===== config.mk =====
export PLATFORM = sky130hd
export DESIGN_NAME = snes_mem_bridge
export DESIGN_NICKNAME = d
export VERILOG_FILES = /design/src/hw/sdram_port_pkg.sv /design/src/hw/snes_bus_pkg.sv /design/src/hw/sdram_req_if.sv /design/src/hw/snes_mem_bridge.sv /design/src/hw/sdram_port_arbiter.sv /design/src/hw/snes_bus_decode.sv /design/src/hw/rom_load_tracker.sv
export SDC_FILE = /design/constraint.sdc
export NUM_CORES = 1
export LEC_CHECK = 0
export BUFFER_PORTS_ARGS = -buffer_cell sky130_fd_sc_hd__buf_2
export CORE_MARGIN = 1.5
export CORE_UTILIZATION = 44
export CTS_CLUSTER_SIZE = 20
export DETAILED_ROUTE_END_ITERATION = 10
export GPL_TIMING_DRIVEN = 0
export PLACE_DENSITY = 0.81
export SETUP_SLACK_MARGIN = 0.5
export SLEW_MARGIN = 20
export SYNTH_ARGS = -nofsm -noshare
export SYNTH_HDL_FRONTEND = slang
export SYNTH_SLANG_ARGS = --single-unit

===== constraint.sdc =====
create_clock -name wclk -period 2.2 [get_ports wclk]
set_input_delay 0.44 -clock wclk [delete_from_list [all_inputs] [get_ports wclk]]
set_output_delay 0.44 -clock wclk [all_outputs]
set_load 0.03 [all_outputs]

===== src/hw/sdram_port_pkg.sv =====
// types of the single sdram request port, shared by every module of the memory bridge
package sdram_port_pkg;

    // byte address width toward the controller
    localparam int SDRAM_ADDR_W = 23;

    // byte address, bit 0 only picks the byte strobe
    typedef logic [SDRAM_ADDR_W-1:0] sdram_addr_t;

    // byte strobes, upper then lower
    typedef logic [1:0] byte_en_t;

    // controller read port
    // 0 serves rom, 1 serves work ram
    typedef logic port_sel_t;

endpackage


===== src/hw/snes_bus_pkg.sv =====
// snes side address and data types plus work ram placement, imported by the bridge modules
package snes_bus_pkg;

    // rom byte address as driven by the core
    typedef logic [23:0] rom_addr_t;

    // work ram byte address, 128 KB
    typedef logic [16:0] wram_addr_t;

    // single data byte on the snes bus
    typedef logic [7:0] byte_t;

    // sdram word as seen by the core
    typedef logic [15:0] word_t;

    // upper sdram address bits holding work ram
    // all ones puts it at the top of the 8 MB space (banks 7e/7f)
    localparam logic [5:0] WRAM_BASE_DEFAULT = 6'b111111;

endpackage

===== src/hw/sdram_req_if.sv =====
// one sdram request from the bus decoder to the port arbiter, rd and wr are single-cycle
interface sdram_req_if;
    import sdram_port_pkg::*;
    import snes_bus_pkg::*;

    sdram_addr_t addr;
    word_t       din;
    byte_en_t    ds;
    port_sel_t   port;
    // at most one strobe high, no acknowledge
    logic        rd;
    logic        wr;

    // decoder side
    modport producer (output addr, din, ds, port, rd, wr);

    // arbiter side
    modport consumer (input addr, din, ds, port, rd, wr);

endinterface


===== src/hw/snes_mem_bridge.sv =====
// top of the snes memory bridge, connect core strobes and sdram controller port here
module snes_mem_bridge #(
    parameter logic [5:0] wram_base = snes_bus_pkg::WRAM_BASE_DEFAULT
) (
    input  logic                        wclk,
    input  logic                        resetn,
    // cartridge loader
    input  logic                        loading,
    input  logic                        loader_valid,
    input  snes_bus_pkg::byte_t         loader_data,
    // run control
    input  logic                        busy,
    input  logic                        frame_pause,
    output logic                        core_enable,
    output logic                        core_resetn,
    // snes core bus
    input  logic                        sysclkf_ce,
    input  logic                        sysclkr_ce,
    input  logic                        rom_ce_n,
    input  logic                        rom_word,
    input  snes_bus_pkg::rom_addr_t     rom_addr,
    output snes_bus_pkg::word_t         rom_q,
    input  logic                        wram_ce_n,
    input  logic                        wram_rd_n,
    input  logic                        wram_we_n,
    input  snes_bus_pkg::wram_addr_t    wram_addr,
    input  snes_bus_pkg::byte_t         wram_d,
    output snes_bus_pkg::byte_t         wram_q,
    // sdram controller port
    input  snes_bus_pkg::word_t         port0,
    input  snes_bus_pkg::word_t         port1,
    output sdram_port_pkg::sdram_addr_t sdram_addr,
    output snes_bus_pkg::word_t         sdram_din,
    output sdram_port_pkg::byte_en_t    sdram_ds,
    output sdram_port_pkg::port_sel_t   sdram_port,
    output logic                        sdram_rd,
    output logic                        sdram_wr
);
    import snes_bus_pkg::*;
    import sdram_port_pkg::*;

    // loader write toward the arbiter
    logic        load_wr;
    sdram_addr_t load_addr;
    byte_t       load_data;

    // bus request toward the arbiter
    sdram_req_if req_if ();

    rom_load_tracker rom_load_tracker_i (
        .wclk        (wclk),
        .resetn      (resetn),
        .loading     (loading),
        .loader_valid(loader_valid),
        .loader_data (loader_data),
        .busy        (busy),
        .frame_pause (frame_pause),
        .load_wr     (load_wr),
        .load_addr   (load_addr),
        .load_data   (load_data),
        .core_enable (core_enable),
        .core_resetn (core_resetn)
    );

    snes_bus_decode #(
        .wram_base(wram_base)
    ) snes_bus_decode_i (
        .wclk       (wclk),
        .resetn     (resetn),
        .core_enable(core_enable),
        .sysclkf_ce (sysclkf_ce),
        .sysclkr_ce (sysclkr_ce),
        .rom_ce_n   (rom_ce_n),
        .rom_word   (rom_word),
        .rom_addr   (rom_addr),
        .wram_ce_n  (wram_ce_n),
        .wram_rd_n  (wram_rd_n),
        .wram_we_n  (wram_we_n),
        .wram_addr  (wram_addr),
        .wram_d     (wram_d),
        .port0      (port0),
        .port1      (port1),
        .rom_q      (rom_q),
        .wram_q     (wram_q),
        .req        (req_if.producer)
    );

    sdram_port_arbiter sdram_port_arbiter_i (
        .wclk      (wclk),
        .resetn    (resetn),
        .req       (req_if.consumer),
        .load_wr   (load_wr),
        .load_addr (load_addr),
        .load_data (load_data),
        .sdram_addr(sdram_addr),
        .sdram_din (sdram_din),
        .sdram_ds  (sdram_ds),
        .sdram_port(sdram_port),
        .sdram_rd  (sdram_rd),
        .sdram_wr  (sdram_wr)
    );

endmodule


===== src/hw/sdram_port_arbiter.sv =====
// merges loader writes and bus requests into the one registered sdram controller request
module sdram_port_arbiter (
    input  logic                        wclk,
    input  logic                        resetn,
    sdram_req_if.consumer               req,
    input  logic                        load_wr,
    input  sdram_port_pkg::sdram_addr_t load_addr,
    input  snes_bus_pkg::byte_t         load_data,
    output sdram_port_pkg::sdram_addr_t sdram_addr,
    output snes_bus_pkg::word_t         sdram_din,
    output sdram_port_pkg::byte_en_t    sdram_ds,
    output sdram_port_pkg::port_sel_t   sdram_port,
    output logic                        sdram_rd,
    output logic                        sdram_wr
);
    import sdram_port_pkg::*;

    // loader byte lane from address bit 0
    byte_en_t load_ds;

    assign load_ds = {load_addr[0], ~load_addr[0]};

    always_ff @(posedge wclk) begin
        // strobes last one cycle, fields return to zero
        sdram_addr <= '0;
        sdram_din  <= '0;
        sdram_ds   <= '0;
        sdram_port <= 1'b0;
        sdram_rd   <= 1'b0;
        sdram_wr   <= 1'b0;
        if (resetn) begin
            if (load_wr) begin
                // loader first, core is in reset anyway
                sdram_addr <= load_addr;
                sdram_din  <= {load_data, load_data};
                sdram_ds   <= load_ds;
                sdram_wr   <= 1'b1;
            end else if (req.rd || req.wr) begin
                sdram_addr <= req.addr;
                sdram_din  <= req.din;
                sdram_ds   <= req.ds;
                sdram_port <= req.port;
                sdram_rd   <= req.rd;
                sdram_wr   <= req.wr;
            end
        end
    end

    // controller sees one command per cycle
    a_rd_wr_onehot: assert property (
        @(posedge wclk) disable iff (!resetn)
        !(sdram_rd && sdram_wr)
    );

    // idle cycles carry a clean zero address
    a_idle_addr_zero: assert property (
        @(posedge wclk) disable iff (!resetn)
        !(sdram_rd || sdram_wr) |-> sdram_addr == '0
    );

endmodule


===== src/hw/snes_bus_decode.sv =====
// turns snes rom and work ram strobes into sdram requests and steers returned words back
module snes_bus_decode #(
    parameter logic [5:0] wram_base = snes_bus_pkg::WRAM_BASE_DEFAULT
) (
    input  logic                     wclk,
    input  logic                     resetn,
    input  logic                     core_enable,
    input  logic                     sysclkf_ce,
    input  logic                     sysclkr_ce,
    input  logic                     rom_ce_n,
    input  logic                     rom_word,
    input  snes_bus_pkg::rom_addr_t  rom_addr,
    input  logic                     wram_ce_n,
    input  logic                     wram_rd_n,
    input  logic                     wram_we_n,
    input  snes_bus_pkg::wram_addr_t wram_addr,
    input  snes_bus_pkg::byte_t      wram_d,
    input  snes_bus_pkg::word_t      port0,
    input  snes_bus_pkg::word_t      port1,
    output snes_bus_pkg::word_t      rom_q,
    output snes_bus_pkg::byte_t      wram_q,
    sdram_req_if.producer            req
);
    import sdram_port_pkg::*;

    // fall and rise phase, one cycle after the core's clock enables
    logic fall_ph;
    logic rise_ph;
    logic rom_rd;
    logic wram_rd;
    logic wram_wr;

    always_ff @(posedge wclk) begin
        if (!resetn) begin
            fall_ph <= 1'b0;
            rise_ph <= 1'b0;
        end else begin
            fall_ph <= sysclkf_ce & core_enable;
            rise_ph <= sysclkr_ce & core_enable;
        end
    end

    // rom reads go out on the fall phase
    assign rom_rd  = ~rom_ce_n & fall_ph;
    // wram reads on fall, writes on rise
    assign wram_rd = ~wram_ce_n & ~wram_rd_n & fall_ph;
    assign wram_wr = ~wram_ce_n & ~wram_we_n & rise_ph & ~wram_rd;

    always_comb begin
        // idle request is all zero
        req.addr = '0;
        req.din  = '0;
        req.ds   = '0;
        req.port = 1'b0;
        req.rd   = 1'b0;
        req.wr   = 1'b0;
        if (rom_rd) begin
            // full word on port 0, byte picked on return
            req.addr = rom_addr[SDRAM_ADDR_W-1:0];
            req.ds   = 2'b11;
            req.rd   = 1'b1;
        end else if (wram_rd || wram_wr) begin
            req.addr = {wram_base, wram_addr};
            // odd address is the upper byte
            req.ds   = {wram_addr[0], ~wram_addr[0]};
            req.din  = {wram_d, wram_d};
            req.port = 1'b1;
            req.rd   = wram_rd;
            req.wr   = wram_wr;
        end
    end

    // odd byte read wants the high byte in the low lane
    assign rom_q = (rom_word || !rom_addr[0]) ? port0 : {port0[7:0], port0[15:8]};

    // byte lane by address bit 0
    assign wram_q = wram_addr[0] ? port1[15:8] : port1[7:0];

    // the core never selects rom and work ram together
    a_ce_exclusive: assert property (
        @(posedge wclk) disable iff (!resetn)
        !(!rom_ce_n && !wram_ce_n)
    );

endmodule


===== src/hw/rom_load_tracker.sv =====
// follows the cartridge loader stream and derives core enable and core reset from it
module rom_load_tracker (
    input  logic                        wclk,
    input  logic                        resetn,
    input  logic                        loading,
    input  logic                        loader_valid,
    input  snes_bus_pkg::byte_t         loader_data,
    input  logic                        busy,
    input  logic                        frame_pause,
    output logic                        load_wr,
    output sdram_port_pkg::sdram_addr_t load_addr,
    output snes_bus_pkg::byte_t         load_data,
    output logic                        core_enable,
    output logic                        core_resetn
);
    import snes_bus_pkg::*;
    import sdram_port_pkg::*;

    // previous loading, for edge detect
    logic      loading_d;
    logic      loaded;
    // byte counter of the image being loaded
    rom_addr_t load_cnt;

    // each loader byte becomes a write at the current count
    assign load_wr   = loading & loader_valid;
    assign load_addr = load_cnt[SDRAM_ADDR_W-1:0];
    assign load_data = loader_data;

    // core held in reset for the whole load
    assign core_resetn = resetn & ~loading;

    always_ff @(posedge wclk) begin
        if (!resetn) begin
            loading_d   <= 1'b0;
            loaded      <= 1'b0;
            core_enable <= 1'b0;
        end else begin
            loading_d <= loading;
            // run only when memory is idle and video is in sync
            core_enable <= ~busy & ~frame_pause & loaded;
            if (loading && !loading_d) begin
                loaded <= 1'b0;
            end else if (!loading && loading_d) begin
                // image complete
                loaded <= 1'b1;
            end
        end
    end

    // restart from zero on a new load, otherwise step per byte
    always_ff @(posedge wclk) begin
        if (loading && !loading_d) begin
            load_cnt <= '0;
        end else if (load_wr) begin
            load_cnt <= load_cnt + rom_addr_t'(1);
        end
    end

    // loader bytes outside a load would be dropped silently
    a_valid_in_load: assert property (
        @(posedge wclk) disable iff (!resetn)
        loader_valid |-> loading
    );

endmodule


* Yosys cells after proc, flatten, opt, wreduce, memory -nomap -nowiden
Index checks and enable logic that the tools add are counted.
** Storage, ports and cells
- Bits in registers :: 73
- Bits of input ports :: 102
- Output and inout port bits :: 70
- Word-level logic and storage cells :: 69
** Operators by class
- Add/subtract/negate cells :: 1
- Multiplexer cells :: 21
- Bitwise gates (word level) :: 24
- Reduce and logical (&&, ||, !) cells :: 11
** Operator list (count)
- two-way mux 23 bit :: 4
- two-way mux 16 bit :: 5
- adder 24 x 1 -> 24 bit, second input constant :: 1
- AND 1 bit :: 12
- NOT 1 bit :: 12
- two-way mux 2 bit :: 4
- two-way mux 8 bit :: 1
- two-way mux 1 bit :: 7
- OR reduction 4 bit :: 1
- logical NOT 1 bit :: 3
- logical OR 1 bit :: 3
- OR reduction 3 bit :: 1
- logical AND 1 bit :: 2
- OR reduction 2 bit :: 1

* Longest topological paths before layout
- Depth in word-level cells :: 11
- Mapped depth :: 6

* Hierarchy
A second synthesis with hierarchy kept.
** Unflattened totals
- Cell total of the unflattened synthesis :: 443
- Area, all modules :: 3814.9 um^2
** Modules (own cells, without submodules)
- sdram_port_arbiter :: times used 1, cells each 178, area each 1740.4 um^2, seq. area each 880.8 um^2
- rom_load_tracker :: times used 1, cells each 141, area each 1267.5 um^2, seq. area each 520.5 um^2
- snes_bus_decode :: times used 1, cells each 124, area each 807.0 um^2, seq. area each 40.0 um^2

* Least setup slack after synthesis
Ideal clock, no wire load.
- Path kind :: register to register
- Start :: register rom_load_tracker_i.load_cnt[0]
- End :: register rom_load_tracker_i.load_cnt[18]
- Arrival time :: 1919 ps
- Data required time :: 2130 ps
- Setup slack :: 212 ps
- Cell stages (with the launch flop) :: 7
- Path through :: dfxtp_1 -> ha_1 -> nand4_2 -> or4_1 -> buf_2 -> or3_1 -> a21oi_1
** Between the ends
- Word-level cells in the longest chain between the ends :: 1
** RTL lines
- start, declared :: line rom_load_tracker.sv:23 : rom_addr_t load_cnt;
- start signal, assigned :: line rom_load_tracker.sv:56 : load_cnt <= load_cnt + rom_addr_t'(1);
- adder 24 x 1 -> 24 bit :: line rom_load_tracker.sv:56
Every way passes these cells.
A chain may end at the register's enable or synchronous reset.

* Worst setup path in the final report
- Start :: register rom_load_tracker_i.load_cnt[4]
- End :: register rom_load_tracker_i.load_cnt[21]
Same word-level chain as after synthesis.

==> run_results.csv <==
group,metric,value,unit
setup_path,critPathRequiredTime,2.47,ns
timing,rsz0062_at_grt,"yes",
clocking,cts.sinks,64,
timing,fin_crit,1.83,ns
clocking,clk_latency,0.34,ns
yosys,synth_area_per_cell,8.14,um2
yosys,synth_edf_count,0,
grt,grtUsageTotal,0.254,
hold_path,holdPathEnd,"rom_load_tracker_i.core_enable",
placed_design,hpwlAfterDp,6370,um
timing,setup_viol,0,
clocking,cts-buffers-inserted,9,
layout,design_area,4580,um2
setup_path,startpoint_type,"flop",
pwr,finalPower,2.73,mW
setup_path,crit_path_max_fanout,6,
grt,grt-ovfl-total,0,
floorplanning,die_h,84.4,um
placed_design,dp.cells,603,
yosys,ys.warnings.count,0,
hold_path,holdCritStartpoint,"frame_pause",
setup_path,r2r-start,"rom_load_tracker_i.load_cnt[4]",
layout,drive_above_1_share,0.488,
timing,tightest_slew,0.498,ns
yosys,synth_cell_types,41,
clocking,cts_tree,"built",
drt,post-route-drc-count,0,
pwr,ir_drop,0.426,mV
layout,nets,658,
floorplanning,core_area,6390,um2
placed_design,port_buffers,168,
layout,fin_cells,637,
job,drv_cap,0,
clocking,htree_levels,3,
floorplanning,fp.dieW,84.4,um
layout,final_common_cell,"buf_2",
setup_path,cp.arrival,2.10,ns
yosys,synth_flop_cell,"dfxtp_1",
setup_path,end_kind,"flop",
timing,tns,0,ns
drt,ant_nets,0,
placed_design,gp_congestion,0.851,
clocking,cts_max_path_buffers,2,
drt,wire_per_inst,15.1,um
timing,clock_skew,0.00959,ns
pwr,powerDensity,595,nW/um2
clocking,ctsHoldBuffers,0,
hold_path,hp-class,"in -> reg",
timing,fin_ws,0.369,ns
drt,first_pass_iters,4,
floorplanning,rows,29,
yosys,synthCells,358,
grt,first_global_vias,3232,
yosys,async_flop_share,0,
floorplanning,die_area,7120,um2
layout,syn_to_final_growth,57.2,%
setup_path,reg2reg_to,"rom_load_tracker_i.load_cnt[21]",
hold_path,hold_depth,2,
pwr,cellLeakagePower,2.13,nW
status,status,"finished, final reports clean",
floorplanning,start_util,0.457,
placed_design,place_ws,0.0251,ns
timing,max_freq,546,MHz
setup_path,r2r_cells,5,
layout,fin_util,0.717,
drt,routed_wl,9650,um
timing,slew_headroom,0.668,
yosys,synth_nets,461,
drt,num_vias,3367,
setup_path,path_class,"reg -> reg",
grt,antenna_found_initial,0,
drt,drtIter0Drc,175,
drt,vias_per_cell,5.29,
yosys,synth_seq_cells,64,
setup_path,reg2reg_slack,0.37,ns
timing,final_hold_viol_count,0,
clocking,cts.clk_slew.worst_paths,0.07,ns
floorplanning,ioPinCount,172,
yosys,syn-cell-area,2920,um2
clocking,ctsRootBufferMaster,"clkbuf_8",
layout,diodes,0,
placed_design,post_dp_cell_area,3900,um2
timing,finalCritPeriodShare,0.832,
grt,grt_pass1_wl,14800,um
timing,fin_hold_ws,0.255,ns
yosys,ys_seq_area_frac,0.439,
grt,grt_max_degree,11,
layout,final_cell_mix,"155 x buf_2, 73 x nand2_1, 51 x dfxtp_1",
timing,maxSlewViolCount,0,
==> worst max-delay path by stage <==
stage                                               from                                  end  slack [ns]  depth (start not counted)
after detailed placement                        rom_ce_n  sdram_port_arbiter_i.sdram_addr[14]        0.03                          6
after floorplan                                  loading      rom_load_tracker_i.load_cnt[19]        0.44                          6
after CTS                 rom_load_tracker_i.load_cnt[4]      rom_load_tracker_i.load_cnt[19]        0.40                          5
after global placement                          rom_ce_n  sdram_port_arbiter_i.sdram_addr[17]        0.05                          6
after global routing      rom_load_tracker_i.load_cnt[1]      rom_load_tracker_i.load_cnt[20]        0.35                          6
final                     rom_load_tracker_i.load_cnt[4]      rom_load_tracker_i.load_cnt[21]        0.37                          5
==> registers in the layout (all words and copies together), names as in the netlist <==
signal / count
rom_load_tracker_i.load_cnt: 23
sdram_port_arbiter_i.sdram_addr: 23
sdram_port_arbiter_i.sdram_din: 8
sdram_port_arbiter_i.sdram_ds: 2
rom_load_tracker_i.core_enable: 1
rom_load_tracker_i.loaded: 1
rom_load_tracker_i.loading_d: 1
sdram_port_arbiter_i.sdram_port: 1
sdram_port_arbiter_i.sdram_rd: 1
sdram_port_arbiter_i.sdram_wr: 1
snes_bus_decode_i.fall_ph: 1
snes_bus_decode_i.rise_ph: 1
==> per-layer routing <==
| metal | global-route usage | routed length, um | up-vias |
|---|---|---|---|
| li1 | - | - | 1639 |
| met1 | 0.315 | 3900 | 1548 |
| met2 | 0.431 | 4890 | 150 |
| met3 | 0.0472 | 588 | 30 |
| met4 | 0.113 | 269 | 0 |
| met5 | 0 | 0 | - |
==> layout make-up <==
class / count / area, um2
Buffer: 31 / 245
Clock buffer: 14 / 183
Clock inverter: 2 / 35.0
Fill cell: 489 / 1800
Inverter: 5 / 18.8
Multi-Input combinational cell: 258 / 1580
Sequential cell: 64 / 1320
Tap cell: 77 / 96.3
Timing Repair Buffer: 186 / 1100
==> report_power, final <==
group | total, mW | internal (mW) | leakage [nW] | switching (mW)
clock network | 1.09 | 0.646 | 0.113 | 0.440
registers | 1.18 | 1.17 | 0.527 | 0.0144
logic | 0.460 | 0.207 | 1.49 | 0.253
==> cells by family (layout without fill, tap and decap cells) <==
logic type / Yosys count / in the layout / share of synthesized area
AOI/OAI and AO/OA: 88 / 88 / 0.187
xor gates and xnor gates: 11 / 11 / 0.0330
and+or+nand+nor: 149 / 149 / 0.242
muxes: 8 / 8 / 0.0309
adders and majority gates: 2 / 2 / 0.00772
DFF: 64 / 64 / 0.439
buffers and inverters: 36 / 238 / 0.0605
==> synth_stat cells, types with 3 or more instances <==
cell type	count	area, um2
nor2b_1	4	25.0
nand2_1	81	304
a22oi_1	16	120
a22o_1	8	70.1
nand4_1	8	50.1
nor3_1	7	35.0
nor2_1	15	56.3
dfxtp_1	64	1280
buf_4	8	60.1
mux2_2	8	90.1
nor4_1	3	18.8
clkbuf_1	19	71.3
inv_1	5	18.8
and3_1	4	25.0
and2_1	3	18.8
a21oi_1	21	105
o21ai_0	32	160
nand2b_1	4	25.0
xnor2_1	9	78.8
or3_1	8	50.1
nand3_1	3	15.0
or4_1	4	30.0
==> worst max-delay path: stages (launching register included) <==
cell	delay [ns]
dfxtp_4	0.37
nand4_1	0.16
or4_4	0.53
buf_6	0.14
or4_4	0.41
a21oi_2	0.15
==> repair_timing <==
| item | 4_1_cts | 5_1_grt |
|---|---|---|
| gates cloned | 2 | 1 |
| buffers inserted | 12 | 3 |
| pin swaps | 5 | 13 |
| endpoints found under the setup margin | 64 | 54 |
| gates resized for setup | 56 | 55 |
(Power assumes the default switching activity.)
